<file path="config.mk">
export PLATFORM = sky130hd
export DESIGN_NAME = commando_video_timer
export DESIGN_NICKNAME = d
export VERILOG_FILES = /design/src/hw/commando_pkg.sv /design/src/hw/commando_video_timer.sv
export SDC_FILE = /design/constraint.sdc
export NUM_CORES = 1
export LEC_CHECK = 0
export ABC_AREA = 1
export BUFFER_PORTS_ARGS = -buffer_cell sky130_fd_sc_hd__buf_2
export CAP_MARGIN = 20
export CELL_PAD_IN_SITES_DETAIL_PLACEMENT = 0
export CELL_PAD_IN_SITES_GLOBAL_PLACEMENT = 1
export CORE_MARGIN = 5
export CORE_UTILIZATION = 42
export CTS_CLUSTER_SIZE = 40
export DETAILED_ROUTE_END_ITERATION = 12
export PLACE_DENSITY_LB_ADDON = 0.3
export RECOVER_POWER = 50
export SLEW_MARGIN = 20
export SYNTH_ARGS = -nofsm -noshare
export SYNTH_HDL_FRONTEND = slang
export SYNTH_SLANG_ARGS = --single-unit
export TNS_END_PERCENT = 20
</file>
<file path="constraint.sdc">
create_clock -name clk -period 3.09 [get_ports clk]
set_input_delay 0.309 -clock clk [delete_from_list [all_inputs] [get_ports clk]]
set_output_delay 0.309 -clock clk [all_outputs]
set_load 0.02 [all_outputs]
</file>
<file path="src/hw/commando_pkg.sv">
package commando_pkg;

    // One colour component out of a palette PROM
    typedef logic [3:0] color_t;

    // Char pixel: palette from the attribute, then the 2-bit colour
    typedef logic [5:0] char_pxl_t;

    // Palette PROM address, char layer sits in the top quarter
    typedef logic [7:0] pal_addr_t;

    // Char ROM word address: 10-bit tile code and 3-bit row
    typedef logic [12:0] char_addr_t;

    // One ROM row, eight pixels of 2 bits each
    typedef logic [15:0] char_word_t;

    typedef logic [8:0] hcnt_t;
    typedef logic [8:0] vcnt_t;

    // Line geometry, 256 visible columns = 32 tiles
    localparam int H_TOTAL     = 384;
    localparam int H_VIS_START = 128;
    localparam int V_VIS_START = 16;

    // PROM select values on download address bits 10 to 8
    localparam int PROM_RED   = 0;
    localparam int PROM_GREEN = 1;
    localparam int PROM_BLUE  = 2;

endpackage

</file>
<file path="src/hw/commando_video_timer.sv">
`timescale 1ns/1ps

module commando_video_timer import commando_pkg::*; #(
    parameter int V_TOTAL   = 264,
    parameter int V_VISIBLE = 224
) (
    input  logic  clk,
    input  logic  rst_n,
    output logic  cen6,
    output hcnt_t h,
    output vcnt_t v,
    output logic  lhbl_pre,
    output logic  lvbl_pre,
    output logic  hs,
    output logic  vs
);

    // Sync windows, both kept inside horizontal blanking
    localparam int HS_START = 32;
    localparam int HS_END   = 64;
    localparam int VS_HEND  = 96;
    // Vertical sync lines a little after the last visible line
    localparam int VS_LINE  = V_VIS_START + V_VISIBLE + 2;
    localparam int VS_LINES = 2;

    logic [1:0] div;
    logic       h_last;
    logic       v_last;
    logic       hs_win;
    logic       vs_win;

    // Master clock divided by four
    always_ff @(posedge clk or negedge rst_n) begin
        if (!rst_n) begin
            div  <= 2'd0;
            cen6 <= 1'b0;
        end else begin
            div  <= div + 2'd1;
            cen6 <= (div == 2'd3);
        end
    end

    assign h_last = (h == hcnt_t'(H_TOTAL - 1));
    assign v_last = (v == vcnt_t'(V_TOTAL - 1));

    // H and V counters, V steps where H wraps
    always_ff @(posedge clk or negedge rst_n) begin
        if (!rst_n) begin
            h <= '0;
            v <= '0;
        end else if (cen6) begin
            if (h_last) begin
                h <= '0;
                if (v_last) begin
                    v <= '0;
                end else begin
                    v <= v + vcnt_t'(1);
                end
            end else begin
                h <= h + hcnt_t'(1);
            end
        end
    end

    // Blanking straight from the counts
    assign lhbl_pre = (h >= hcnt_t'(H_VIS_START));
    assign lvbl_pre = (v >= vcnt_t'(V_VIS_START)) &&
                      (v <  vcnt_t'(V_VIS_START + V_VISIBLE));

    assign hs_win = (h >= hcnt_t'(HS_START)) && (h < hcnt_t'(HS_END));

    // VS only pulses during the H blank of its lines
    assign vs_win = (v >= vcnt_t'(VS_LINE)) && (v < vcnt_t'(VS_LINE + VS_LINES)) &&
                    (h >= hcnt_t'(HS_START)) && (h < hcnt_t'(VS_HEND));

    // Syncs are active low
    always_ff @(posedge clk or negedge rst_n) begin
        if (!rst_n) begin
            hs <= 1'b1;
            vs <= 1'b1;
        end else begin
            hs <= !hs_win;
            vs <= !vs_win;
        end
    end

endmodule

</file>
==> impl_metrics.py <==
metrics = {
    "outcome": {
        "run_status": "completed",
    },
    "worst_setup_path": {
        "regToRegStartpoint": "h[1]$_DFFE_PN0P_",
        "worstRegToRegCells": 8,
        "startpoint": "v[6]$_DFFE_PN0P_",
        "reg2reg_to": "v[3]$_DFFE_PN0P_",
        "end_kind": "primary output",
        "path_max_fanout": 6,
        "r2r_slack_ps": 1670,
        "arrival_ps": 1420,
        "required_ps": 2780,
        "critical_path_class": "reg -> out",
        "setup.worst_path.start_class": "register",
    },
    "global_routing": {
        "grt-ovfl-total": 0,
        "antenna_found_initial": 0,
        "grt_max_degree": 24,
        "grt_usage_pct": 14.9,
        "grt_pass1_vias": 1101,
        "grt_pass1_wl_um": 5000,
    },
    "logic_synthesis": {
        "syn_nets": 173,
        "synth-seq-area-share_pct": 44.4,
        "yosysTopAreaCellShare_pct": 40.3,
        "syn_area_per_cell_um2": 7.85,
        "yosys-top-cells-area": "dfrtp_1, nand2_1, inv_1, nor2_1, ha_1",
        "synth_area_um2": 1300,
        "yosys_warnings": 0,
        "synth-seq-cells": 23,
        "ys_types": 26,
        "syn_inst": 166,
        "synth_top_cell_by_area": "dfrtp_1",
    },
    "timing": {
        "max_slew_margin_pct": 14.4,
        "drv_slew": 0,
        "max_freq_mhz": 578,
        "period_needed_ps": 1730,
        "worstMarginPinSlew_ps": 1280,
        "skew_ps": 2.82,
        "rsz0062_at_grt": "no",
        "setup_slack_ps": 1360,
        "hold_viol_final": 0,
        "whs_ps": 433,
        "setup_tns_ps": 0,
        "setup_viol": 0,
        "fin_crit_sh_pct": 56.0,
    },
    "floorplanning": {
        "num_io_pins": 25,
        "die_x_um": 65.7,
        "placementRows": 20,
        "dieArea_um2": 4320,
        "fp.dieH_um": 65.7,
        "fp.coreArea_um2": 3000,
        "start_util_pct": 43.4,
    },
    "clock_tree": {
        "postCtsSetupRepairBufs": 0,
        "h-tree-depth": 1,
        "cts_sinks": 23,
        "cts_hold_buf": 1,
        "cts_tree": "yes",
        "clkTransAtPathRegs_ps": 130,
        "cts_inserted_buffers": 3,
        "clock_path_buffers": 2,
        "clockRootBuffer": "clkbuf_4",
        "clock_latency_ps": 310,
        "cts_resized": 0,
    },
    "place": {
        "dp_slack_ps": 1690,
        "dp_hpwl_um": 2200,
        "portBuffers": 24,
        "gp_congestion": 0.775,
    },
    "finish": {
        "fin_util_pct": 49.5,
        "layout_common_cells": "nand2_1, inv_1, nor2_1",
        "final_common_cell": "nand2_1",
        "diodes": 0,
        "synthToLayoutAreaGrowth_pct": 14.2,
        "fin_nets": 202,
        "drive_above_1_share_pct": 18.6,
    },
    "hold_path": {
        "min_path_type": "reg -> reg",
        "holdPathStages": 1,
        "hold_path_end": "div[0]$_DFF_PN0_",
        "hold_start": "div[0]$_DFF_PN0_",
    },
    "detailed_routing": {
        "dr.first_iter.drc_count": 48,
        "routed_via_density": 5.02,
        "wl_um": 2870,
        "drt_pass1_iterations": 4,
        "vias": 1139,
        "ant_nets": 0,
        "drt_drc_violations_left": 0,
        "wl_per_cell_um": 12.6,
    },
    "flow_run": {
        "max_cap_viol_count": 0,
    },
    "power_and_ir_drop": {
        "ir_worst_vdd_v": 0.000178,
        "total_power_uw": 451,
        "leakage_uw": 0.000766,
        "power_density_nw_per_um2": 303,
    },
}
==> through the flow <==
step | area (um^2) | instances
floorplan | 1300 | 166
global placement | 1460 | 222
detailed placement | 1460 | 222
CTS | 1490 | 227
global route | 1490 | 227
finish | 1490 | 227
==> sequential cells by signal, summed over array words and instances, names as in the netlist <==
signal / flops
h: 9
v: 9
div: 2
cen6: 1
hs: 1
vs: 1
==> cells in the mapped netlist, drive strengths merged <==
library cell / number
a21oi: 2
a221oi: 1
buf: 1
dfrtp: 21
dfstp: 2
ha: 5
inv: 27
nand2: 46
nand3: 9
nand3b: 2
nand4: 6
nor2: 27
nor3: 2
nor3b: 1
o21ai: 7
o21bai: 1
or2: 1
xnor2: 1
xor2: 4
==> worst max-delay path: stages (launching register included) <==
cell and delay (ps):
dfrtp_1 510, nor2_1 100, a221oi_1 290, buf_2 210
==> kinds of logic (layout without fill, tap and decap cells) <==
| logic type | count (synthesis) | count (layout) | share of synthesized area [%] |
|---|---|---|---|
| xor+xnor | 5 | 5 | 3.94 |
| compound gates | 11 | 11 | 4.71 |
| simple gates | 94 | 94 | 33.8 |
| fa+ha+maj | 5 | 5 | 4.80 |
| flops | 23 | 23 | 44.4 |
| buf+inv | 28 | 56 | 8.36 |
==> worst max-delay path by stage <==
| stage | end | cells after the start |
|---|---|---|
| floorplan | lvbl_pre | 2 |
| global placement | v[6]$_DFFE_PN0P_ | 6 |
| detailed placement | v[8]$_DFFE_PN0P_ | 8 |
| CTS | lvbl_pre | 4 |
| global route | lvbl_pre | 4 |
| finish | lvbl_pre | 3 |
==> report_power, final <==
| part | switching [uW] | total (uW) | internal (uW) |
|---|---|---|---|
| clock | 94.6 | 143 | 48.5 |
| sequential | 0 | 301 | 301 |
| combinational | 5.99 | 7.07 | 1.08 |
==> per-layer routing <==
layer	track usage, %	routed length, um
met2	25.4	1420
met1	18.7	1280
met3	2.74	134
met4	5.44	33
met5	0	0
==> cell type report <==
cell class / count / area [um^2]
multi-input combinational: 115 / 616
timing repair buffer: 25 / 124
sequential: 23 / 578
tap: 33 / 41.3
clock buffer: 3 / 22.5
inverter: 27 / 101
clock inverter: 1 / 5.00
fill: 306 / 1520
Note: power is estimated with default switching activity, not from simulation.
