--- src/hw/commando_pkg.sv ---
package commando_pkg;

    // One colour component out of a palette PROM
    typedef logic [3:0] color_t;

    // Char pixel: palette from the attribute, then the 2-bit colour
    typedef logic [5:0] char_pxl_t;

    // Palette PROM address, char layer sits in the top quarter
    typedef logic [7:0] pal_addr_t;

    // Char ROM word address: 10-bit tile code and 3-bit row
    typedef logic [12:0] char_addr_t;

    // One ROM row, eight pixels of 2 bits each
    typedef logic [15:0] char_word_t;

    typedef logic [8:0] hcnt_t;
    typedef logic [8:0] vcnt_t;

    // Line geometry, 256 visible columns = 32 tiles
    localparam int H_TOTAL     = 384;
    localparam int H_VIS_START = 128;
    localparam int V_VIS_START = 16;

    // PROM select values on download address bits 10 to 8
    localparam int PROM_RED   = 0;
    localparam int PROM_GREEN = 1;
    localparam int PROM_BLUE  = 2;

endpackage

--- src/hw/commando_prom.sv ---
`timescale 1ns/1ps

module commando_prom import commando_pkg::*; (
    input  logic      clk,
    input  logic      we,
    input  pal_addr_t wr_addr,
    input  color_t    din,
    input  pal_addr_t rd_addr,
    output color_t    dout
);

    color_t mem [256];

    // Blank PROM until the download fills it
    initial begin
        for (int i = 0; i < 256; i++) begin
            mem[i] = '0;
        end
    end

    always @(posedge clk) begin
        if (we) begin
            mem[wr_addr] <= din;
        end
    end

    // Registered read, one clk of latency
    always_ff @(posedge clk) begin
        dout <= mem[rd_addr];
    end

endmodule

--- src/hw/commando_colmix.sv ---
`timescale 1ns/1ps

module commando_colmix import commando_pkg::*; (
    input  logic        clk,
    input  logic        rst_n,
    input  char_pxl_t   char_pxl,
    input  logic        lhbl_d,
    input  logic        lvbl_d,
    // Download port
    input  logic [10:0] prog_addr,
    input  color_t      prog_data,
    input  logic        prog_we,
    // Video out
    output color_t      red,
    output color_t      green,
    output color_t      blue,
    output logic        lhbl,
    output logic        lvbl
);

    logic [2:0] prom_sel;
    pal_addr_t  pal_addr;
    color_t     red_q;
    color_t     green_q;
    color_t     blue_q;
    logic       lhbl_q;
    logic       lvbl_q;

    // One-hot PROM select from download address bits 10 to 8
    always_comb begin
        for (int i = 0; i < 3; i++) begin
            prom_sel[i] = (prog_addr[10:8] == 3'(i));
        end
    end

    // Char palettes live in the top quarter
    assign pal_addr = {2'b11, char_pxl};

    commando_prom u_prom_red (
        .clk     ( clk                          ),
        .we      ( prog_we && prom_sel[PROM_RED] ),
        .wr_addr ( prog_addr[7:0]               ),
        .din     ( prog_data                    ),
        .rd_addr ( pal_addr                     ),
        .dout    ( red_q                        )
    );

    commando_prom u_prom_green (
        .clk     ( clk                            ),
        .we      ( prog_we && prom_sel[PROM_GREEN] ),
        .wr_addr ( prog_addr[7:0]                 ),
        .din     ( prog_data                      ),
        .rd_addr ( pal_addr                       ),
        .dout    ( green_q                        )
    );

    commando_prom u_prom_blue (
        .clk     ( clk                           ),
        .we      ( prog_we && prom_sel[PROM_BLUE] ),
        .wr_addr ( prog_addr[7:0]                ),
        .din     ( prog_data                     ),
        .rd_addr ( pal_addr                      ),
        .dout    ( blue_q                        )
    );

    // Blanking waits one clk for the PROM read, then both get registered
    always_ff @(posedge clk or negedge rst_n) begin
        if (!rst_n) begin
            lhbl_q <= 1'b0;
            lvbl_q <= 1'b0;
            lhbl   <= 1'b0;
            lvbl   <= 1'b0;
            red    <= '0;
            green  <= '0;
            blue   <= '0;
        end else begin
            lhbl_q <= lhbl_d;
            lvbl_q <= lvbl_d;
            lhbl   <= lhbl_q;
            lvbl   <= lvbl_q;
            if (lhbl_q && lvbl_q) begin
                red   <= red_q;
                green <= green_q;
                blue  <= blue_q;
            end else begin
                // Black outside the active area
                red   <= '0;
                green <= '0;
                blue  <= '0;
            end
        end
    end

endmodule

--- config.mk ---
export PLATFORM = sky130hd
export DESIGN_NAME = commando_colmix
export DESIGN_NICKNAME = d
export VERILOG_FILES = /design/src/hw/commando_pkg.sv /design/src/hw/commando_prom.sv /design/src/hw/commando_colmix.sv
export SDC_FILE = /design/constraint.sdc
export NUM_CORES = 1
export LEC_CHECK = 0
export BUFFER_PORTS_ARGS = -buffer_cell sky130_fd_sc_hd__buf_2
export CORE_UTILIZATION = 56
export CTS_CLUSTER_SIZE = 10
export DETAILED_ROUTE_END_ITERATION = 10
export PLACE_DENSITY = 0.76
export SLEW_MARGIN = 15
export SYNTH_ARGS = -nofsm -noshare
export SYNTH_HDL_FRONTEND = slang
export SYNTH_SLANG_ARGS = --single-unit
--- constraint.sdc ---
create_clock -name clk -period 1.45 [get_ports clk]
set_input_delay 0.2175 -clock clk [delete_from_list [all_inputs] [get_ports clk]]
set_output_delay 0.2175 -clock clk [all_outputs]
set_load 0.01 [all_outputs]
==> impl_metrics.json <==
{
  "status": "finished with violations",
  "violations": "setup timing",
  "synth_edf_count": 768,
  "worstMarginPinSlew_ns": 0.729,
  "grt_overflow": 0,
  "synth_cell_types": 37,
  "period_share_pct": 124,
  "crit_type": "register to register",
  "yosys-top-cells-area": "edfxtp_1 (74%), mux4_2 (13%), nor2_1 (2.5%), mux2i_1 (2.1%), dfrtp_1 (1.3%)",
  "wire_per_inst_um": 28.1,
  "synth_compound_area_share_pct": 2.25,
  "drive_above_1_share_pct": 37.8,
  "arrival_ns": 2.31,
  "setup_viol": 12,
  "synth_top_family_by_area": "multiplexers",
  "grt_first_pass_wirelength_um": 116000,
  "critPathRequiredTime_ns": 1.96,
  "die_y_um": 238,
  "synthSimpleGateAreaFrac_pct": 4.90,
  "worstSkewPairLatency_ns": 0.63,
  "fp.dieW_um": 238,
  "synth_mux_area_share_pct": 15.3,
  "ys_seq_area_share_pct": 75.7,
  "critPathLaunchType": "register",
  "min_path_type": "primary input to asynchronous set/reset pin",
  "async_reset_ff_share_pct": 2.01,
  "setup_ws_ns": -0.348,
  "ys_warn_count": 0,
  "synth_xor_area_share_pct": 0,
  "irDropWorstVdd_mv": 1.03,
  "synthCells": 1612,
  "viasPerCell": 6.27,
  "hpwlAfterDp_um": 51100,
  "area.sequential_um2": 23700,
  "mostFrequentLayoutCell": "edfxtp_1",
  "worst-path-max-fanout": 1,
  "htreeDepth": 3,
  "initial_core_util_pct": 56.7,
  "clk_pin_slew_ns": 0.06,
  "fillers": 3219,
  "p_total_mw": 48.4,
  "areaGrowthSynthToFinish_pct": 22.0,
  "whs_ns": 0.0265,
  "finalNonFillerCells": 2753,
  "synthesis.area_um2": 31300,
  "place_area_um2": 35300,
  "final_cell_mix": "edfxtp_1 (768), buf_4 (280), mux4_2 (180)",
  "post-place-cells": 2619,
  "place.gp.congestion": 0.901,
  "ys_ff_latch": 796,
  "crit_path_end_kind": "register",
  "rows": 86,
  "grtUsageTotal_pct": 28.3,
  "avgSynthCellArea_um2": 19.4,
  "core-area_um2": 55200,
  "cts_buffers": 90,
  "grt_pass1_vias": 18000,
  "cts_tree": "built",
  "synth.largest_area_cell": "edfxtp_1",
  "slew_viol_final": 0,
  "yosys.area_share.adder_pct": 0,
  "antenna_found_initial": 2,
  "n_antenna_cell": 0,
  "max_clock_freq_mhz": 556,
  "num_vias": 17300,
  "ant_nets": 0,
  "power.density_nw_per_um2": 1270,
  "grt_setup_unrepaired": "yes",
  "routed_wl_um": 77400,
  "min_period_ns": 1.80,
  "multiInputGateArea_um2": 7900,
  "cts_max_path_buffers": 3,
  "max-slew-margin-rel_pct": 51.4,
  "drv_cap": 0,
  "numPortBuffers": 39,
  "grt_max_degree": 88,
  "root_buffer": "clkbuf_16",
  "die-area_um2": 56900,
  "num_io_pins": 40,
  "clkSinkCount": 796,
  "drt_iter0_markers": 1869,
  "ys.flop_type": "edfxtp_1",
  "p_leak_nw": 12.7,
  "clock_skew_ns": 0.0277,
  "yosys.area.top_type_share_pct": 73.7,
  "layout.nets": 1992,
  "first_pass_iters": 5,
  "fin_area_um2": 38200,
  "synthesis.nets": 1638,
  "route.detailed.drc": 0,
  "hold_viol": 0
}
kinds of logic after synthesis:
group,Yosys count
AOI/OAI and AO/OA,93
buffers and inverters,99
DFF,796
muxes,254
and+or+nand+nor,370
path summary, 6_finish.rpt:
| kind | start | endpoint | slack [ns] | depth (start not counted) |
|---|---|---|---|---|
| max | u_prom_blue.mem[199][0]$_DFFE_PP_ | u_prom_blue.dout[0]$_DFF_P_ | -0.35 | 5 |
| min | rst_n | lvbl_q$_DFF_PN0_ | 0.03 | 2 |
| max reg2reg | u_prom_blue.mem[199][0]$_DFFE_PP_ | u_prom_blue.dout[0]$_DFF_P_ | -0.35 | 5 |
| min reg2reg | u_prom_blue.dout[0]$_DFF_P_ | blue[0]$_DFF_PN0_ | 0.53 | 1 |
| max in group asynchronous | rst_n | green[0]$_DFF_PN0_ | 1.17 | 2 |
| min in group clk | prog_data[0] | u_prom_green.mem[237][0]$_DFFE_PP_ | 0.12 | 2 |
layout make-up:
class,instances,area share (%)
repair buffers,358,8.14
multi-input cells,717,20.7
well taps,748,2.45
inverters,3,0.0295
flip-flops and latches,796,62.1
clock inverters,4,0.0557
clock buffers,127,6.57
per-stage QoR:
step / worst slack, ns / util, % / setup TNS (ns)
after floorplan: -0.274 / - / -5.38
after global placement: -1.34 / 63.9 / -168.72
after detailed placement: -1.35 / 63.9 / -192.00
after CTS: -0.332 / 69.1 / -2.91
after global routing: -0.374 / 69.2 / -3.42
final: -0.348 / 69.2 / -3.05
worst max-delay path, stage by stage, from the launching register on:
cell	delay, ns
edfxtp_1	0.36
mux4_2	0.53
mux2_4	0.30
o221ai_2	0.17
a221o_1	0.25
nand2_1	0.08
what timing repair did:
action                                  in CTS  in global routing
resized for setup                           56                  8
pin swaps                                   15                  8
cloned                                       0                  0
buffers inserted                             0                  0
endpoints found under the setup margin      12                 16
hold buffers                                 5                  0
endpoints found under the hold margin       31                  0
synthesized netlist by cell type, drive strengths merged (11+ instances only):
cell type,count
nor2,206
mux2i,67
a221oi,27
dfxtp,12
edfxtp,768
o22ai,12
dfrtp,16
nand3,11
nand2,98
buf,49
and3,12
mux4,180
nor2b,12
o21ai,12
clkbuf,47
report_power, final:
part | total, mW | switching (mW) | internal, mW
combinational | 2.86 | 1.64 | 1.22
clock | 20.2 | 8.36 | 11.8
sequential | 25.3 | 0.0587 | 25.3
total | 48.4 | 10.1 | 38.3
flip-flops by register name (all words and copies together), names as in the netlist:
signal / cells
blue: 4
green: 4
lhbl: 1
lhbl_q: 1
lvbl: 1
lvbl_q: 1
red: 4
u_prom_blue.dout: 4
u_prom_blue.mem: 256
u_prom_green.dout: 4
u_prom_green.mem: 256
u_prom_red.dout: 4
u_prom_red.mem: 256
routing by layer:
layer / up-vias / share of wire [%] / track usage, %
li1: 7191 / - / -
met1: 8872 / 37 / 37.9
met2: 1019 / 49 / 45.3
met3: 188 / 9.8 / 5.92
met4: 4 / 4.4 / 12.9
met5: - / 0.034 / 0
(Power assumes the default switching activity.)
